### src/common/ic_pkg.sv
// ******************************
// icache miss controller package
// widths, one-hot miss states, ack and
// diagnostic bit positions, bus types
// ******************************
`default_nettype none

package ic_pkg;

	// widths
	localparam int STATE_W     = 6;
	localparam int ACK_W       = 2;
	localparam int TYPE_W      = 4;
	localparam int DIAG_W      = 4;
	localparam int RAM_WE_W    = 2;
	localparam int FILL_ADDR_W = 2;

	// acknowledge bits, error wins over normal
	localparam int ACK_NORMAL_BIT = 0;
	localparam int ACK_ERROR_BIT  = 1;

	// diagnostic strobe positions
	localparam int DIAG_LD_TAG   = 0;
	localparam int DIAG_ST_TAG   = 1;
	localparam int DIAG_LD_CACHE = 2;
	localparam int DIAG_ST_CACHE = 3;

	// one-hot state bit indices
	localparam int S_IDLE_BIT     = 0;
	localparam int S_NC_REQ_BIT   = 1;
	localparam int S_REQ_BIT      = 2;
	localparam int S_FILL_2ND_BIT = 3;
	localparam int S_REQ2_BIT     = 4;
	localparam int S_FILL_4TH_BIT = 5;

	localparam logic [STATE_W-1:0] S_IDLE     = STATE_W'(1) << S_IDLE_BIT;
	localparam logic [STATE_W-1:0] S_NC_REQ   = STATE_W'(1) << S_NC_REQ_BIT;
	localparam logic [STATE_W-1:0] S_REQ      = STATE_W'(1) << S_REQ_BIT;
	localparam logic [STATE_W-1:0] S_FILL_2ND = STATE_W'(1) << S_FILL_2ND_BIT;
	localparam logic [STATE_W-1:0] S_REQ2     = STATE_W'(1) << S_REQ2_BIT;
	localparam logic [STATE_W-1:0] S_FILL_4TH = STATE_W'(1) << S_FILL_4TH_BIT;

	// bus transaction types, always a load
	localparam logic [TYPE_W-1:0] TYPE_CACHE_LD = 4'b0000;
	localparam logic [TYPE_W-1:0] TYPE_NC_LD    = 4'b0010;

endpackage

`default_nettype wire

### src/common/ic_miss_if.sv
// ******************************
// miss state bus
// state, decoded acks, end pulses and
// the miss request between blocks
// ******************************
`timescale 1ns/100ps
`default_nettype none

interface ic_miss_if;

	// one-hot miss state
	logic [ic_pkg::STATE_W-1:0] state;

	// decoded memory acknowledges
	logic normal_ack;
	logic error_ack;

	// ack seen in the last fill state or the nc state
	logic fill_end;
	logic nc_end;

	// miss detected while idle
	logic icu_miss;

	modport fsm (output state, normal_ack, error_ack, fill_end, nc_end,
		input icu_miss);

	modport stall (input state, fill_end, nc_end, output icu_miss);

	modport wr (input state, normal_ack, error_ack);

	modport diag (input state);

endinterface

`default_nettype wire

### src/common/ic_diag_if.sv
// ******************************
// diagnostic bus
// qualified diag strobes, flush,
// diag window and cache enable
// ******************************
`timescale 1ns/100ps
`default_nettype none

interface ic_diag_if;

	// strobes qualified by idle
	logic diag_st_cache;
	logic diag_st_tag;

	// flush qualified by idle and cache enable
	logic flush;

	// diag or flush in E, then in C
	logic valid_diag_e;
	logic valid_diag_c;

	// either stage busy with a diagnostic
	logic valid_diag_window;

	// cache enable as latched while idle
	logic cache_en;

	modport src (output diag_st_cache, diag_st_tag, flush, valid_diag_e,
		valid_diag_c, valid_diag_window, cache_en);

	modport sink (input diag_st_cache, diag_st_tag, flush, valid_diag_e,
		valid_diag_c, valid_diag_window, cache_en);

endinterface

`default_nettype wire

### src/hw/ic_diag_decode.sv
// ******************************
// diagnostic decode
// qualifies diag and flush by idle, moves
// them into C, latches cache enable
// ******************************
`timescale 1ns/100ps
`default_nettype none

module ic_diag_decode (
	input  wire                      clk,
	input  wire                      reset_l,
	input  wire                      iu_psr_ice,
	input  wire                      iu_flush_e,
	input  wire [ic_pkg::DIAG_W-1:0] iu_ic_diag_e,
	ic_miss_if.diag                  miss,
	ic_diag_if.src                   diag,
	output logic                     diag_ld_cache_c,
	output logic                     icu_hold_req
);

	logic idle;
	logic flush_req;
	logic diag_ld_cache_e;

	assign idle = miss.state[ic_pkg::S_IDLE_BIT];

	// flush is a nop with the cache off
	assign flush_req = iu_flush_e & iu_psr_ice;

	// diag access only runs with nothing outstanding
	assign diag.flush         = flush_req & idle;
	assign diag.diag_st_cache = iu_ic_diag_e[ic_pkg::DIAG_ST_CACHE] & idle;
	assign diag.diag_st_tag   = iu_ic_diag_e[ic_pkg::DIAG_ST_TAG] & idle;
	assign diag_ld_cache_e    = iu_ic_diag_e[ic_pkg::DIAG_LD_CACHE] & idle;

	assign diag.valid_diag_e = diag.flush | iu_ic_diag_e[ic_pkg::DIAG_LD_TAG] |
		iu_ic_diag_e[ic_pkg::DIAG_ST_TAG] | iu_ic_diag_e[ic_pkg::DIAG_LD_CACHE] |
		iu_ic_diag_e[ic_pkg::DIAG_ST_CACHE];

	assign diag.valid_diag_window = diag.valid_diag_e | diag.valid_diag_c;

	// busy FSM turns any diag or flush into a hold
	assign icu_hold_req = (|iu_ic_diag_e) | flush_req;

	// E to C stage, cache enable only sampled in idle
	always_ff @(posedge clk) begin
		if (!reset_l) begin
			diag.valid_diag_c <= 1'b0;
			diag_ld_cache_c   <= 1'b0;
			diag.cache_en     <= 1'b0;
		end else begin
			diag.valid_diag_c <= diag.valid_diag_e;
			diag_ld_cache_c   <= diag_ld_cache_e;
			if (idle) begin
				diag.cache_en <= iu_psr_ice;
			end
		end
	end

	// a qualified write or flush keeps the FSM idle into the next cycle
	a_diag_in_idle: assert property (@(posedge clk) disable iff (!reset_l)
		(diag.flush | diag.diag_st_cache | diag.diag_st_tag)
		|-> idle ##1 miss.state[ic_pkg::S_IDLE_BIT]);

endmodule

`default_nettype wire

### src/hw/ic_stall_gen.sv
// ******************************
// stall generation
// miss detect, branch pending during a
// fill, ibuffer stall and iu hold
// ******************************
`timescale 1ns/100ps
`default_nettype none

module ic_stall_gen (
	input  wire      clk,
	input  wire      reset_l,
	input  wire      icu_hit,
	input  wire      iu_brtaken_e,
	input  wire      ibuf_full,
	input  wire      ic_drty,
	input  wire      icu_hold_req,
	ic_miss_if.stall miss,
	ic_diag_if.sink  diag,
	output logic     icu_stall,
	output logic     icu_hold
);

	logic idle;
	logic set_stall;
	logic stall_valid;
	logic fourth_fill_d1;
	logic nc_fill_d1;
	logic reset_d1_l;

	assign idle = miss.state[ic_pkg::S_IDLE_BIT];

	// miss only from idle with no diag in C, and not in the
	// cycle after an end or an error, where the fetch is replayed
	assign miss.icu_miss = (!diag.cache_en | !icu_hit) & idle & !diag.valid_diag_c &
		!fourth_fill_d1 & !nc_fill_d1 & !ic_drty;

	// branch taken while busy waits for the FSM to return
	assign set_stall = (iu_brtaken_e | stall_valid) & !idle;

	always_ff @(posedge clk) begin
		if (!reset_l) begin
			stall_valid    <= 1'b0;
			fourth_fill_d1 <= 1'b0;
			nc_fill_d1     <= 1'b0;
		end else begin
			stall_valid    <= set_stall;
			// a pending branch refetches anyway
			fourth_fill_d1 <= miss.fill_end & !stall_valid;
			nc_fill_d1     <= miss.nc_end & !stall_valid;
		end
	end

	// low for the first cycle out of reset
	always_ff @(posedge clk) begin
		reset_d1_l <= reset_l;
	end

	// ******************************
	// ibuffer stall and iu hold
	// ******************************

	// hit is stale while the last fill word lands in the ram
	assign icu_stall = miss.icu_miss | !idle | diag.valid_diag_window | stall_valid |
		ibuf_full | !reset_d1_l | fourth_fill_d1;

	// diag or flush must wait for the outstanding transfer
	assign icu_hold = icu_hold_req & !idle;

	// a miss in idle starts a transfer unless the FSM was told to hold
	a_miss_starts: assert property (@(posedge clk) disable iff (!reset_l)
		miss.icu_miss |-> idle ##1 (!miss.state[ic_pkg::S_IDLE_BIT] ||
		$past(diag.valid_diag_window | ibuf_full | iu_brtaken_e)));

endmodule

`default_nettype wire

### src/hw/miss/ic_miss_fsm.sv
// ******************************
// miss state machine
// one-hot sequencing of nc fetch and
// four word line fill, ack decode
// ******************************
`timescale 1ns/100ps
`default_nettype none

module ic_miss_fsm (
	input  wire                       clk,
	input  wire                       reset_l,
	input  wire [ic_pkg::ACK_W-1:0]   biu_icu_ack,
	input  wire                       iu_brtaken_e,
	input  wire                       ibuf_full,
	ic_miss_if.fsm                    miss,
	ic_diag_if.sink                   diag,
	output logic                      icu_req,
	output logic [ic_pkg::TYPE_W-1:0] icu_type,
	output logic                      bypass_ack
);

	logic [ic_pkg::STATE_W-1:0] state_q;
	logic [ic_pkg::STATE_W-1:0] state_d;
	logic any_ack;

	// error has priority over normal
	assign miss.normal_ack = biu_icu_ack[ic_pkg::ACK_NORMAL_BIT] &
		!biu_icu_ack[ic_pkg::ACK_ERROR_BIT];
	assign miss.error_ack  = biu_icu_ack[ic_pkg::ACK_ERROR_BIT];
	assign any_ack         = miss.normal_ack | miss.error_ack;
	assign bypass_ack      = any_ack;

	// ******************************
	// next state
	// ******************************
	always_comb begin
		state_d = state_q;
		case (state_q)
			ic_pkg::S_IDLE: begin
				// diag, full ibuffer or branch keep us idle
				if (diag.valid_diag_window | ibuf_full | iu_brtaken_e) begin
					state_d = ic_pkg::S_IDLE;
				end else if (miss.icu_miss) begin
					state_d = diag.cache_en ? ic_pkg::S_REQ : ic_pkg::S_NC_REQ;
				end
			end
			// either ack ends a single word fetch
			ic_pkg::S_NC_REQ: begin
				if (any_ack) begin
					state_d = ic_pkg::S_IDLE;
				end
			end
			ic_pkg::S_REQ: begin
				if (miss.error_ack) begin
					state_d = ic_pkg::S_IDLE;
				end else if (miss.normal_ack) begin
					state_d = ic_pkg::S_FILL_2ND;
				end
			end
			ic_pkg::S_FILL_2ND: begin
				if (miss.error_ack) begin
					state_d = ic_pkg::S_IDLE;
				end else if (miss.normal_ack) begin
					state_d = ic_pkg::S_REQ2;
				end
			end
			// second request of the line
			ic_pkg::S_REQ2: begin
				if (miss.error_ack) begin
					state_d = ic_pkg::S_IDLE;
				end else if (miss.normal_ack) begin
					state_d = ic_pkg::S_FILL_4TH;
				end
			end
			ic_pkg::S_FILL_4TH: begin
				if (any_ack) begin
					state_d = ic_pkg::S_IDLE;
				end
			end
			default: state_d = ic_pkg::S_IDLE;
		endcase
	end

	always_ff @(posedge clk) begin
		if (!reset_l) begin
			state_q <= ic_pkg::S_IDLE;
		end else begin
			state_q <= state_d;
		end
	end

	assign miss.state = state_q;

	// end pulses for the stall block
	assign miss.fill_end = state_q[ic_pkg::S_FILL_4TH_BIT] & any_ack;
	assign miss.nc_end   = state_q[ic_pkg::S_NC_REQ_BIT] & any_ack;

	// request held in both request states
	assign icu_req  = state_q[ic_pkg::S_NC_REQ_BIT] | state_q[ic_pkg::S_REQ_BIT];
	assign icu_type = state_q[ic_pkg::S_NC_REQ_BIT] ? ic_pkg::TYPE_NC_LD :
		ic_pkg::TYPE_CACHE_LD;

	a_state_onehot: assert property (@(posedge clk) disable iff (!reset_l)
		$onehot(state_q));

endmodule

`default_nettype wire

### src/hw/miss/ic_fill_wr.sv
// ******************************
// fill write control
// ram and tag enables, fill word address
// and delayed error and bypass flags
// ******************************
`timescale 1ns/100ps
`default_nettype none

module ic_fill_wr (
	input  wire                            clk,
	input  wire                            iu_data_e_0,
	input  wire                            misc_wrd_sel,
	ic_miss_if.wr                          miss,
	ic_diag_if.sink                        diag,
	output logic [ic_pkg::FILL_ADDR_W-1:0] fill_word_addr,
	output logic [ic_pkg::RAM_WE_W-1:0]    icu_ram_we,
	output logic                           icu_itag_we,
	output logic                           icu_tag_vld,
	output logic                           icu_tag_sel,
	output logic                           ic_data_sel,
	output logic                           ic_drty,
	output logic                           icu_bypass_q
);

	logic idle;
	logic fill_state;
	logic any_ack;

	assign idle       = miss.state[ic_pkg::S_IDLE_BIT];
	assign fill_state = miss.state[ic_pkg::S_REQ_BIT] | miss.state[ic_pkg::S_FILL_2ND_BIT] |
		miss.state[ic_pkg::S_REQ2_BIT] | miss.state[ic_pkg::S_FILL_4TH_BIT];
	assign any_ack    = miss.normal_ack | miss.error_ack;

	// word 0 in REQ, counting up to 3 in FILL_4TH
	assign fill_word_addr = {miss.state[ic_pkg::S_REQ2_BIT] | miss.state[ic_pkg::S_FILL_4TH_BIT],
		miss.state[ic_pkg::S_FILL_2ND_BIT] | miss.state[ic_pkg::S_FILL_4TH_BIT]};

	// even words to bit 1, odd words to bit 0
	assign icu_ram_we[1] = ((miss.state[ic_pkg::S_REQ_BIT] | miss.state[ic_pkg::S_REQ2_BIT]) &
		miss.normal_ack) | (diag.diag_st_cache & !misc_wrd_sel);
	assign icu_ram_we[0] = ((miss.state[ic_pkg::S_FILL_2ND_BIT] |
		miss.state[ic_pkg::S_FILL_4TH_BIT]) & miss.normal_ack) |
		(diag.diag_st_cache & misc_wrd_sel);

	// tag written on every fill ack, invalid until the last word
	assign icu_itag_we = (fill_state & any_ack) | diag.diag_st_tag | diag.flush;
	assign icu_tag_vld = ((miss.state[ic_pkg::S_FILL_4TH_BIT] & miss.normal_ack) |
		(diag.diag_st_tag & iu_data_e_0)) & !diag.flush;

	// memory address into the tag unless a diag store drives it
	assign icu_tag_sel = miss.normal_ack | (idle & !diag.valid_diag_e);
	assign ic_data_sel = any_ack;

	// flags one cycle behind the ack
	always_ff @(posedge clk) begin
		ic_drty      <= miss.error_ack;
		icu_bypass_q <= miss.state[ic_pkg::S_NC_REQ_BIT] | miss.error_ack;
	end

	// diag stores only in idle, fill writes only while busy
	a_ram_we_excl: assert property (@(posedge clk) disable iff ($isunknown(miss.state))
		!(&icu_ram_we));

endmodule

`default_nettype wire

### src/hw/ic_cntl.sv
// ******************************
// icache miss controller top
// joins diag decode, stall gen, miss FSM
// and fill write blocks
// ******************************
`timescale 1ns/100ps
`default_nettype none

module ic_cntl (
	input  wire                            clk,
	input  wire                            reset_l,
	input  wire                            iu_psr_ice,
	input  wire                            iu_flush_e,
	input  wire [ic_pkg::DIAG_W-1:0]       iu_ic_diag_e,
	input  wire                            iu_brtaken_e,
	input  wire                            ibuf_full,
	input  wire                            iu_data_e_0,
	input  wire                            icu_hit,
	input  wire [ic_pkg::ACK_W-1:0]        biu_icu_ack,
	input  wire                            misc_wrd_sel,
	output logic                           icu_req,
	output logic [ic_pkg::TYPE_W-1:0]      icu_type,
	output logic [ic_pkg::FILL_ADDR_W-1:0] fill_word_addr,
	output logic [ic_pkg::RAM_WE_W-1:0]    icu_ram_we,
	output logic                           icu_itag_we,
	output logic                           icu_tag_vld,
	output logic                           icu_tag_sel,
	output logic                           ic_data_sel,
	output logic                           bypass_ack,
	output logic                           icu_bypass_q,
	output logic                           ic_drty,
	output logic                           icu_stall,
	output logic                           icu_hold,
	output logic                           diag_ld_cache_c
);

	// raw diag or flush, combined with busy in stall gen
	logic icu_hold_req;

	ic_miss_if miss_bus ();
	ic_diag_if diag_bus ();

	// diagnostic and flush qualification
	ic_diag_decode u_diag_decode (
		.clk             (clk),
		.reset_l         (reset_l),
		.iu_psr_ice      (iu_psr_ice),
		.iu_flush_e      (iu_flush_e),
		.iu_ic_diag_e    (iu_ic_diag_e),
		.miss            (miss_bus),
		.diag            (diag_bus),
		.diag_ld_cache_c (diag_ld_cache_c),
		.icu_hold_req    (icu_hold_req)
	);

	// miss detect, branch tracking and ibuffer stall
	ic_stall_gen u_stall_gen (
		.clk          (clk),
		.reset_l      (reset_l),
		.icu_hit      (icu_hit),
		.iu_brtaken_e (iu_brtaken_e),
		.ibuf_full    (ibuf_full),
		.ic_drty      (ic_drty),
		.icu_hold_req (icu_hold_req),
		.miss         (miss_bus),
		.diag         (diag_bus),
		.icu_stall    (icu_stall),
		.icu_hold     (icu_hold)
	);

	ic_miss_fsm u_miss_fsm (
		.clk          (clk),
		.reset_l      (reset_l),
		.biu_icu_ack  (biu_icu_ack),
		.iu_brtaken_e (iu_brtaken_e),
		.ibuf_full    (ibuf_full),
		.miss         (miss_bus),
		.diag         (diag_bus),
		.icu_req      (icu_req),
		.icu_type     (icu_type),
		.bypass_ack   (bypass_ack)
	);

	// ram and tag write side
	ic_fill_wr u_fill_wr (
		.clk            (clk),
		.iu_data_e_0    (iu_data_e_0),
		.misc_wrd_sel   (misc_wrd_sel),
		.miss           (miss_bus),
		.diag           (diag_bus),
		.fill_word_addr (fill_word_addr),
		.icu_ram_we     (icu_ram_we),
		.icu_itag_we    (icu_itag_we),
		.icu_tag_vld    (icu_tag_vld),
		.icu_tag_sel    (icu_tag_sel),
		.ic_data_sel    (ic_data_sel),
		.ic_drty        (ic_drty),
		.icu_bypass_q   (icu_bypass_q)
	);

endmodule

`default_nettype wire

### config.mk
export PLATFORM = sky130hd
export DESIGN_NAME = ic_cntl
export DESIGN_NICKNAME = d
export VERILOG_FILES = /design/src/common/ic_pkg.sv /design/src/common/ic_miss_if.sv /design/src/common/ic_diag_if.sv /design/src/hw/ic_diag_decode.sv /design/src/hw/ic_stall_gen.sv /design/src/hw/miss/ic_miss_fsm.sv /design/src/hw/miss/ic_fill_wr.sv /design/src/hw/ic_cntl.sv
export SDC_FILE = /design/constraint.sdc
export NUM_CORES = 1
export LEC_CHECK = 0
export ABC_AREA = 1
export BUFFER_PORTS_ARGS = -buffer_cell sky130_fd_sc_hd__buf_2
export CORE_UTILIZATION = 35
export CTS_BUF_LIST = sky130_fd_sc_hd__clkbuf_16
export DETAILED_ROUTE_END_ITERATION = 8
export PLACE_DENSITY = 0.63
export SLEW_MARGIN = 20
export SYNTH_ARGS = -nofsm -noshare
export SYNTH_HDL_FRONTEND = slang
export SYNTH_HIERARCHICAL = 1
export SYNTH_SLANG_ARGS = --single-unit
### constraint.sdc
create_clock -name clk -period 4 [get_ports clk]
set_input_delay 0.4 -clock clk [delete_from_list [all_inputs] [get_ports clk]]
set_output_delay 0.4 -clock clk [all_outputs]
set_load 0.05 [all_outputs]
== Word-level counts from Yosys, hierarchy flattened ==
Cells that the tools add are included.

* $mul: 0
* Mux-type cells: 12
* Equality and inequality tests: 11
* Shifts and indexed selects: 0
* Divide/modulo/power cells: 0
* Order comparisons: 0
* Reduce and logical (&&, ||, !) cells: 16
* Add/sub/neg operators: 0
* Bitwise logic cells: 57

{| class="wikitable"
|+ Operators by type and width
! cell !! number
|-
| 6-bit 2-to-1 mux || 9
|-
| 1-bit bitwise OR || 31
|-
| 6-bit one-hot mux with 5 select lines || 1
|-
| 1-bit bitwise AND || 26
|-
| 1-bit logical NOT || 13
|-
| 3-bit by 2-bit != test with 1-bit output, second input constant || 4
|-
| 6-bit by 1-bit equality test with 1-bit output, second input constant || 1
|-
| 6-bit by 2-bit equality test with 1-bit output, second input constant || 1
|-
| 6-bit by 3-bit equality test with 1-bit output, second input constant || 1
|-
| 6-bit by 4-bit equality test with 1-bit output, second input constant || 1
|-
| 6-bit by 5-bit equality test with 1-bit output, second input constant || 1
|-
| 6-bit equality test, second input constant || 1
|-
| 5-bit AND reduction || 1
|-
| 4-bit OR reduction || 1
|-
| 3-bit 2-to-1 mux || 1
|-
| 2-bit 2-to-1 mux || 1
|-
| 2-bit by 1-bit != test with 1-bit output, second input constant || 1
|-
| 2-bit OR reduction || 1
|}

* Register bits after elaboration: 15
* Memory bits (read-only): 0
* Output and inout bits: 19
* Bits in writable memories: 0
* Latch bits: 0
* Input bits: 15
* Memories: 0
* Logic and storage cells: 106

== Logic depth before layout (Yosys ltp) ==
Gate-level depths: netlist of the first run.

* Word-level depth: 13
* Depth in mapped cells: 13
* Mapped depth without buffers: 13

== Hierarchy ==
Netlist of the first run, hierarchy kept.

{| class="wikitable"
|+ Modules (own cells, without submodules)
! module !! area each (um2) !! instances !! cells each !! seq. area each (um2)
|-
| ic_miss_fsm || 601.8 || 1 || 98 || 120.1
|-
| ic_stall_gen || 176.4 || 1 || 28 || 80.1
|-
| ic_diag_decode || 160.2 || 1 || 25 || 60.1
|-
| ic_fill_wr || 136.4 || 1 || 22 || 40.0
|}

== Worst setup path after synthesis of the first run ==
Ideal clock, no wire load.

* Path kind: register to output
* From: register u_miss_fsm.state_q, in the netlist u_miss_fsm/miss.state[0]
* To: output icu_tag_sel
* Arrival time: 1.857 ns
* Data required time: 3.600 ns
* Stages on the path, launching flop included: 6
* Path slack: 1.743 ns
* Buffers on the path: 0
* Cells stage by stage: dfxtp_1 > inv_2 > nor2_4 > nor2_2 > inv_1 > o21ai_0

* Longest elaborated chain between the ends: 8

{| class="wikitable"
|+ Ends and longest elaborated chain
! item !! RTL line !! RTL
|-
| from (decl) || ic_miss_fsm.sv:22 || <nowiki>logic [ic_pkg::STATE_W-1:0] state_q;</nowiki>
|-
| from (signal assigned) || ic_miss_fsm.sv:86 || <nowiki>state_q <= ic_pkg::S_IDLE;</nowiki>
|-
| from (signal assigned) || ic_miss_fsm.sv:88 || <nowiki>state_q <= state_d;</nowiki>
|-
| 1-bit bitwise AND || ic_diag_decode.sv:31 || <nowiki>assign diag.flush = flush_req & idle;</nowiki>
|-
| via diag_bus.flush || ic_diag_if.sv:16 || <nowiki>logic flush;</nowiki>
|-
| 1-bit bitwise OR (2 in series) || ic_diag_decode.sv:36 || <nowiki>assign diag.valid_diag_e = diag.flush | iu_ic_diag_e[ic_pkg::DIAG_LD_TAG] |</nowiki>
|-
| 1-bit bitwise OR (2 in series) || ic_diag_decode.sv:37 || <nowiki>iu_ic_diag_e[ic_pkg::DIAG_ST_TAG] | iu_ic_diag_e[ic_pkg::DIAG_LD_CACHE] |</nowiki>
|-
| via diag_bus.valid_diag_e || ic_diag_if.sv:19 || <nowiki>logic valid_diag_e;</nowiki>
|-
| 1-bit logical NOT || ic_fill_wr.sv:51 || <nowiki>assign icu_tag_sel = miss.normal_ack | (idle & !diag.valid_diag_e);</nowiki>
|-
| 1-bit bitwise AND || ic_fill_wr.sv:51 ||
|-
| 1-bit bitwise OR || ic_fill_wr.sv:51 ||
|-
| to (decl) || ic_cntl.sv:27 || <nowiki>output logic icu_tag_sel,</nowiki>
|}

The timed path passes the listed nets, and every way through them passes these cells.

== Worst setup path in the final report of the first run ==
* From: register u_miss_fsm.state_q, in the netlist u_miss_fsm/miss.state[0]
* To: output icu_stall

* Longest elaborated chain between the ends: 11
* Elaborated cells between the ends (all ways): 18
* Those cells by class: bitwise: 17; reduce/logical: 1

{| class="wikitable"
|+ Ends and longest elaborated chain
! item !! RTL line !! RTL
|-
| 1-bit bitwise AND || ic_diag_decode.sv:31 ||
|-
| via diag_bus.flush || ic_diag_if.sv:16 ||
|-
| 1-bit bitwise OR (2 in series) || ic_diag_decode.sv:36 ||
|-
| 1-bit bitwise OR (2 in series) || ic_diag_decode.sv:37 ||
|-
| 1-bit bitwise OR || ic_diag_decode.sv:40 || <nowiki>assign diag.valid_diag_window = diag.valid_diag_e | diag.valid_diag_c;</nowiki>
|-
| via diag_bus.valid_diag_window || ic_diag_if.sv:23 || <nowiki>logic valid_diag_window;</nowiki>
|-
| 1-bit bitwise OR (3 in series) || ic_stall_gen.sv:63 || <nowiki>assign icu_stall = miss.icu_miss | !idle | diag.valid_diag_window | stall_valid |</nowiki>
|-
| 1-bit bitwise OR (2 in series) || ic_stall_gen.sv:64 || <nowiki>ibuf_full | !reset_d1_l | fourth_fill_d1;</nowiki>
|-
| to (decl) || ic_cntl.sv:32 || <nowiki>output logic icu_stall,</nowiki>
|}

The timed path passes the listed nets, and every way through them passes these cells.

==> results of run 1 <==
## cell families (layout without fill, tap and decap cells)
kind of cell,count (synthesis),in the layout
simple gates,107,107
buf+inv,41,70
flops,15,15
compound gates,9,9
other cells,1,3
## state kept, by name, indices dropped and copies added, names as in the netlist
| register | flops |
|---|---|
| u_diag_decode/diag.valid_diag_c | 1 |
| u_fill_wr/ic_drty | 1 |
| u_stall_gen/reset_d1_l | 1 |
| u_diag_decode/diag.cache_en | 1 |
| u_stall_gen/stall_valid | 1 |
| u_fill_wr/icu_bypass_q | 1 |
| u_stall_gen/fourth_fill_d1 | 1 |
| u_diag_decode/diag_ld_cache_c | 1 |
| u_miss_fsm/miss.state | 6 |
| u_stall_gen/nc_fill_d1 | 1 |
## stage by stage
step / total power [uW] / instances / instance area, um^2 / util, %
global route: 442.5 / 235 / 1316 / 46.53
detailed placement: 225.5 / 231 / 1234 / 43.61
global placement: 225.6 / 231 / 1234 / 43.61
floorplan: 209.3 / 175 / 1082 / -
CTS: 429.3 / 235 / 1316 / 46.53
finish: 426.5 / 235 / 1316 / 46.53
## path summary, 6_finish.rpt
kind / slack (ps) / startpoint / endpoint / cells after the start
max: 1850 / u_miss_fsm/miss.state[0] / icu_stall / 9
min: 370 / biu_icu_ack[1] / u_fill_wr/ic_drty / 1
min reg2reg: 470 / u_stall_gen/stall_valid / u_stall_gen/nc_fill_d1 / 1
max reg2reg: 2120 / u_miss_fsm/miss.state[0] / u_miss_fsm/miss.state[5] / 12
## area by class of cell
type	instances	area [um^2]	area share (%)
Clock buffer	3	75.07	5.703
Multi-Input combinational cell	119	609.3	46.29
Timing Repair Buffer	30	150.1	11.41
Clock inverter	1	7.507	0.5703
Tap cell	31	38.79	2.947
Inverter	36	135.1	10.27
Sequential cell	15	300.3	22.81
## worst max-delay path, cell delays in order (launching register included)
cell,delay (ps)
dfxtp_1,640
inv_2,110
nor2_4,150
nor2_2,60
nand2_1,90
nor2_1,50
nand2_1,60
nor2_1,40
nand2_1,50
buf_2,250
## routing by layer
| metal | GRT usage (%) | share of wire (%) | wire, um | up-vias |
|---|---|---|---|---|
| li1 | - | - | - | 578 |
| met1 | 20.22 | 50 | 1215 | 447 |
| met2 | 24.92 | 41 | 1010 | 34 |
| met3 | 3.855 | 7.0 | 170 | 4 |
| met4 | 8.362 | 1.7 | 41 | 0 |
| met5 | 0 | 0 | 0 | - |
## cells in the final DEF (no fill, tap or decap), types with 5 or more instances in the layout
cell / netlist / final
nor2_4: 5 / 5
nand3_1: 8 / 8
nor2_1: 28 / 28
inv_2: 6 / 6
nand4_1: 8 / 8
inv_1: 30 / 30
dfxtp_1: 15 / 15
buf_2: 0 / 30
nand2_2: 6 / 6
nor2_2: 8 / 8
nand2_1: 37 / 37
## report_power, final
group | switching, uW | total (uW) | internal, uW
registers | 2.25 | 155 | 153
clock network | 69.2 | 204 | 135
logic | 49.6 | 67.0 | 17.4
==> impl_metrics.ini, run 1 <==
[drt]
wl_per_cell_um = 10.37
via_per_inst = 4.523
dr.pass1.iters = 6
drt_wl_total_mm = 2.437
vias = 1063
antenna_left = 0
drt_iter0_drc = 34
drc_errors = 5

[critical_path]
start_kind = register
cp_data_arrival_time_ps = 1750
cp.required_ps = 3600
endpoint_kind = output pin
path_class = register to output pin
crit_path_max_fanout = 13

[cts]
cts_root_buf = clkbuf_16
cts_tree = done
clock_latency_ps = 250
ctsHoldBuffers = 0
clkSlewWorstSetupHoldPaths_ps = 50
numCtsBuffers = 3
cts.sinks = 15
cts_buffer_depth = 2
cts_setup_buffers = 0
htreeDepth = 1
cts.repair.resized = 0

[synthesis]
synth_top_family_by_area = simple AND/OR/NAND/NOR gates
synth_common_cells = nand2_1, inv_1, nor2_1
synth_area_mm2 = 0.001075
netlist.area_leader.share_pct = 27.94
synth_mux_area_share_pct = 0
synthSimpleGateAreaFrac_pct = 50.99
synth_top_cell_by_area = dfxtp_1
synth-xor-area-share_pct = 0
yosysWarnings = 6
synthArstFlopShare_pct = 0
syn_area_per_cell_um2 = 6.213
yosysMostFrequentCell = nand2_1
synth_compound_area_share_pct = 4.657
synth-edff-count = 0
syn-instance-count = 173
synthAdderAreaFrac_pct = 0
synth_cell_types = 22
ys_seq_elements = 15
synth_area_leaders = dfxtp_1, nand2_1, inv_1, nor2_1, nor2_4
seq_area_frac_synth_pct = 27.94
synth_ff_type = dfxtp_1

[global_route]
overflow = 0
antenna_found_initial = 0
grt_pass1_vias = 922
grt_max_degree = 14
grt_pass1_wl_mm = 3.946
track_usage_pct = 15.92

[status]
violations = DRC
status = finished, violations left

[sta]
finalSetupTns_ps = 0
fmax_mhz = 466.1
slew_viol_final = 0
finalClockSkew_ps = 2.185
fin_ws_ps = 1855
period_share_pct = 53.63
period_minus_slack_ps = 2145
rsz0062_at_grt = false
finalHoldViolCount = 0
holdWs_ps = 371.9
setup_violations = 0
relSlewSlack_pct = 65.25
worstMarginPinSlew_ps = 520.6

[final_layout]
fill_cells = 309
drive_above_1_share_pct = 32.84
nNetsFinal = 220
area_delta_synth_final_pct = 22.47
antenna_cells_inserted = 0

[pwr]
leakage_uw = 0.0008084
ir_drop_uv = 132.6
powerDensity_mw_per_mm2 = 324.0

[floorplanning]
fp.dieW_um = 57.42
row_count = 19
core-area_mm2 = 0.002829
die_h_um = 57.42
die_area_mm2 = 0.003296
start_util_pct = 37.99
ios = 34

[min_path]
hold_path_class = input pin to register

[placed_design]
gp_congestion = 0.8043
dp_slack_ps = 2120
port_buffers = 30
place_hpwl_mm = 1.829

[run]
maxCapViolations = 0
Note: power is estimated with default switching activity, not from simulation.
==> inputs of run 2 (changes only) <==
--- a/config.mk
+++ b/config.mk
@@ -5,12 +5,12 @@
 export SDC_FILE = /design/constraint.sdc
 export NUM_CORES = 1
 export LEC_CHECK = 0
-export ABC_AREA = 1
+export ABC_AREA = 0
 export BUFFER_PORTS_ARGS = -buffer_cell sky130_fd_sc_hd__buf_2
 export CORE_UTILIZATION = 35
 export CTS_BUF_LIST = sky130_fd_sc_hd__clkbuf_16
 export DETAILED_ROUTE_END_ITERATION = 8
-export PLACE_DENSITY = 0.63
+export PLACE_DENSITY = 0.65
 export SLEW_MARGIN = 20
 export SYNTH_ARGS = -nofsm -noshare
 export SYNTH_HDL_FRONTEND = slang
==> constraint.sdc (replaced) <==
create_clock -name clk -period 2.2 [get_ports clk]
set_input_delay 0.22 -clock clk [delete_from_list [all_inputs] [get_ports clk]]
set_output_delay 0.22 -clock clk [all_outputs]
set_load 0.05 [all_outputs]
==> run 2 against run 1 <==
Net effect: the flow now finishes without violations; via count is 20% lower; design area shrank 15%; combinational power grew 63%; critical endpoint is now icu_itag_we; largest cell class unchanged.
==> impl_metrics.ini, run 2 <==
[status]
status = completed

[cts]
ctsHoldBuffers = 0
cts_setup_buffers = 0
cts.repair.resized = 0
cts_buffer_depth = 2
htreeDepth = 1
cts.sinks = 15
cts_tree = done
cts_root_buf = clkbuf_16
numCtsBuffers = 3
clock_latency_ps = 250
clkSlewWorstSetupHoldPaths_ps = 50

[final_layout]
largest_reg_flops = 6
layout_common_cells = buf_2, dfxtp_1, nand2_1
area_delta_synth_final_pct = 25.32
nNetsFinal = 150
antenna_cells_inserted = 0
layout_commonest_cell = buf_2
drive_above_1_share_pct = 30.60

[placed_design]
port_buffers = 30
place_hpwl_mm = 1.678
gp_congestion = 0.7548

[floorplanning]
die_area_mm2 = 0.002762
fp.dieW_um = 52.56
die_h_um = 52.56
ios = 34
row_count = 17
core-area_mm2 = 0.002318
start_util_pct = 38.59

[synthesis]
synth_top_cell_by_area = dfxtp_1
yosysWarnings = 6
yosysMostFrequentCell = dfxtp_1
synth_ff_type = dfxtp_1
netlist.area_leader.share_pct = 33.57
synthArstFlopShare_pct = 0
synth-edff-count = 0
synth_cell_types = 40
syn_area_per_cell_um2 = 8.602
seq_area_frac_synth_pct = 33.57
synth_area_leaders = dfxtp_1, nor2b_1, buf_4, nand2_1, or2_1
ys_seq_elements = 15
synth_area_um2 = 894.6
synth_common_cells = dfxtp_1, nand2_1, nor2b_1
syn-instance-count = 104

[sta]
setup_violations = 0
fmax_mhz = 507.1
finalClockSkew_ps = 2.632
period_minus_slack_ps = 1972
finalHoldViolCount = 0
rsz0062_at_grt = false
period_share_pct = 89.64
finalSetupTns_ps = 0
slew_viol_final = 0

[pwr]
powerDensity_mw_per_mm2 = 678.0
p_comb_share_pct = 14.4
pwr-share-clk_pct = 48.7
ir_drop_uv = 420.3
power_uw = 760.1
internal_power_uw = 553.0
netSwitchingPower_uw = 207.0
switching_share_pct = 27.24
seq_power_share_pct = 37.0
leakage_uw = 0.0005230

[critical_path]
cp_slowest_cell = or4_1
endpoint_kind = output pin
crit_path_max_fanout = 11
start_kind = register
crit_chain = or4_1 > a211o_1 > buf_2
cp.required_ps = 1980
slowest_delay_ps = 560
path_class = register to output pin
cp_data_arrival_time_ps = 1750

[drt]
wl_per_cell_um = 13.73
dr.pass1.iters = 4
antenna_left = 0
drt_wl_total_mm = 2.224
via_per_inst = 5.259
drc_errors = 0
drt_iter0_drc = 10
vias = 852

[global_route]
track_usage_pct = 18.21
antenna_found_initial = 0
overflow = 0
grt_max_degree = 16
grt_pass1_vias = 827
grt_pass1_wl_mm = 3.553

[min_path]
hold_path_class = input pin to register

[run]
maxCapViolations = 0
run 2: cell count changes after synthesis, moves of 6 or more:
cell / previous run / this run
inv_1: 30 / 3
nand2_1: 37 / 10
nor2_1: 28 / 7
nor2_2: 8 / 0
nor2b_1: 0 / 8
nand2_2: 6 / 0
nand4_1: 8 / 2
run 2: worst max-delay path: cells and delay by family (launching register included):
family                 cells  cell delay [ps]
flip-flops                 1              430
AND/OR/NAND/NOR            1              560
buffers and inverters      1              210
AO/OA/AOI/OAI              1              300
run 2: worst paths after layout:
kind / slack (ps) / startpoint / end / depth (start not counted)
max reg2reg: 500 / u_miss_fsm/miss.state[2] / u_miss_fsm/miss.state[5] / 5
min reg2reg: 530 / u_diag_decode/diag.cache_en / u_miss_fsm/miss.state[2] / 2
max: 230 / u_miss_fsm/miss.state[5] / icu_itag_we / 3
min: 170 / biu_icu_ack[1] / u_fill_wr/ic_drty / 1
run 2: through the flow:
step / hold WS (ps) / setup slack [ps] / util [%] / instance area [um^2] / cells
after detailed placement: 429.2 / 354.3 / 44.79 / 1039 / 158
after floorplan: 247.7 / 195.9 / - / 902.1 / 106
after global placement: 427.9 / 401.9 / 44.79 / 1039 / 158
final: 173.5 / 227.9 / 48.35 / 1121 / 162
after global routing: 182.2 / 185.2 / 48.35 / 1121 / 162
after CTS: 172.3 / 237.8 / 48.35 / 1121 / 162
run 2: per-layer routing:
| layer | up-vias | part of all wire, % | wire length, um | global-route usage, % |
|---|---|---|---|---|
| met3 | 4 | 5.8 | 129 | 2.609 |
| li1 | 427 | - | - | - |
| met4 | 0 | 1.3 | 29 | 9.649 |
| met2 | 33 | 48 | 1072 | 31.65 |
| met1 | 388 | 45 | 992 | 21.27 |
| met5 | - | 0 | 0 | 0 |
run 2: cell type report:
cell class | count | area [um^2]
clock inverters | 1 | 7.507
clock buffers | 3 | 75.07
inverters | 4 | 15.01
well taps | 28 | 35.03
repair buffers | 31 | 157.7
multi-input cells | 80 | 530.5
fillers | 238 | 1197
flip-flops and latches | 15 | 300.3
run 2: logic make-up (layout without fill, tap and decap cells):
family / count (synthesis) / count (layout) / share of synthesized area [%]
AOI/OAI and AO/OA: 19 / 19 / 15.53
other: 1 / 3 / 0.4192
muxes: 3 / 3 / 3.357
buffers and inverters: 11 / 39 / 7.971
DFF: 15 / 15 / 33.57
and+or+nand+nor: 54 / 54 / 38.18
xor gates and xnor gates: 1 / 1 / 0.9792
run 2: power groups by stage:
stage               logic (uW)  clock network, uW  registers, uW
finish                     109                370            281
global route               116                381            282
CTS                        110                374            281
detailed placement         109                  0            287
global placement           108                  0            287
floorplan                 68.9                  0            296
==> inputs of run 3 (changes only) <==
--- a/config.mk
+++ b/config.mk
@@ -7,6 +7,7 @@
 export LEC_CHECK = 0
 export ABC_AREA = 0
 export BUFFER_PORTS_ARGS = -buffer_cell sky130_fd_sc_hd__buf_2
+export CORE_ASPECT_RATIO = 0.7
 export CORE_UTILIZATION = 35
 export CTS_BUF_LIST = sky130_fd_sc_hd__clkbuf_16
 export DETAILED_ROUTE_END_ITERATION = 8
==> run 3 against run 2 <==
Net effect: register-to-register slack barely moved; sequential share of layout area barely moved; clock-buffer cell count did not move; first-iteration DRC count rose to 3.4 times the previous value; fmax rose by 2.1%; sequential power barely moved; largest cell class unchanged.
==> impl_metrics.ini, run 3 (synthesis results as in run 2) <==
[floorplanning]
row_count = 14
start_util_pct = 39.29
fp.dieW_um = 62.43
die_h_um = 44.30
ios = 34
die_area_mm2 = 0.002765
core-area_mm2 = 0.002277

[cts]
cts.sinks = 15
cts_buffer_depth = 2
cts.repair.resized = 0
cts_setup_buffers = 0
cts_tree = done
clkSlewWorstSetupHoldPaths_ps = 50
cts_root_buf = clkbuf_16
ctsHoldBuffers = 0
clock_latency_ps = 240
htreeDepth = 1
numCtsBuffers = 3

[drt]
drt_wl_total_mm = 2.144
via_per_inst = 5.114
drc_errors = 0
vias = 849
antenna_left = 0
wl_per_cell_um = 12.92
dr.pass1.iters = 4
drt_iter0_drc = 34

[critical_path]
path_class = register to output pin
cp-startpoint = u_miss_fsm/miss.state[5]
cp_data_arrival_time_ps = 1710
cp.required_ps = 1980
crit_path_max_fanout = 11
start_kind = register
reg2reg_from = u_miss_fsm/miss.state[2]
endpoint_kind = output pin

[sta]
finalClockSkew_ps = 3.747
fmax_mhz = 517.7
fin_ws_ps = 268.5
slew_viol_final = 0
rsz0062_at_grt = false
setup_violations = 0
holdWs_ps = 186.0
period_minus_slack_ps = 1931
period_share_pct = 87.79
finalHoldViolCount = 0
finalSetupTns_ps = 0

[final_layout]
largest_reg_flops = 6
fill_cells = 231
layout_commonest_cell = buf_2
utilization_pct = 49.29
stdcell_count = 166
antenna_cells_inserted = 0
area_delta_synth_final_pct = 25.45
layout_common_cells = buf_2, dfxtp_1, nand2_1
drive_above_1_share_pct = 29.85
nNetsFinal = 150

[placed_design]
port_buffers = 30
dp.cells = 162
place_hpwl_mm = 1.614
dp_slack_ps = 347.2
gp_congestion = 0.8158

[global_route]
grt_pass1_wl_mm = 3.456
track_usage_pct = 16.44
antenna_found_initial = 0
overflow = 0
grt_max_degree = 16
grt_pass1_vias = 733

[pwr]
leakage_uw = 0.0005282
ir_drop_uv = 357.7
powerDensity_mw_per_mm2 = 653.2

[min_path]
hold_path_class = input pin to register
worstHoldStart = biu_icu_ack[1]

[run]
maxCapViolations = 0

[status]
status = completed
run 3: changes by cell type in the layout (fill, tap and decap cells not counted), sizes merged:
cell | before | now
inv | 4 | 5
clkinvlp | 1 | 0
run 3: worst paths after layout:
kind / slack [ps] / end / depth (start not counted)
worst max-delay path: 270 / icu_itag_we / 3
worst min-delay path: 190 / u_fill_wr/ic_drty / 1
worst max register to register: 510 / u_miss_fsm/miss.state[5] / 5
worst min register to register: 530 / u_stall_gen/stall_valid / 2
run 3: per-layer routing:
layer	vias up	GRT usage [%]	wire, um
met2	47	26.74	875
li1	425	-	-
met1	375	20.66	1046
met3	2	6.443	216
met4	0	4.186	6
met5	-	0	0
run 3: critical path, stage by stage (launching register included):
cell and delay (ps):
dfxtp_1 410, or4_1 550, a211o_1 300, buf_2 210
run 3: cell type report:
| cell class | count | area (um^2) | share of cell area (%) |
|---|---|---|---|
| Clock buffer | 3 | 75.07 | 6.689 |
| Clock inverter | 1 | 3.754 | 0.3344 |
| Tap cell | 32 | 40.04 | 3.567 |
| Timing Repair Buffer | 31 | 157.7 | 14.05 |
| Sequential cell | 15 | 300.3 | 26.76 |
| Multi-Input combinational cell | 80 | 530.5 | 47.27 |
| Inverter | 4 | 15.01 | 1.338 |
run 3: through the flow:
stage	cell area, um^2	total power (uW)
after floorplan	902.1	365.3
after global placement	1044	395.4
after detailed placement	1044	396.4
after CTS	1122	743.3
after global routing	1122	762.4
final	1122	733.1
run 3: power by group:
group	internal [uW]	switching [uW]	leakage (uW)
Combinational	29.8	79.5	0.000363
Clock	240	102	0.0000423
Sequential	279	3.03	0.000123
Total	548	185	0.000528
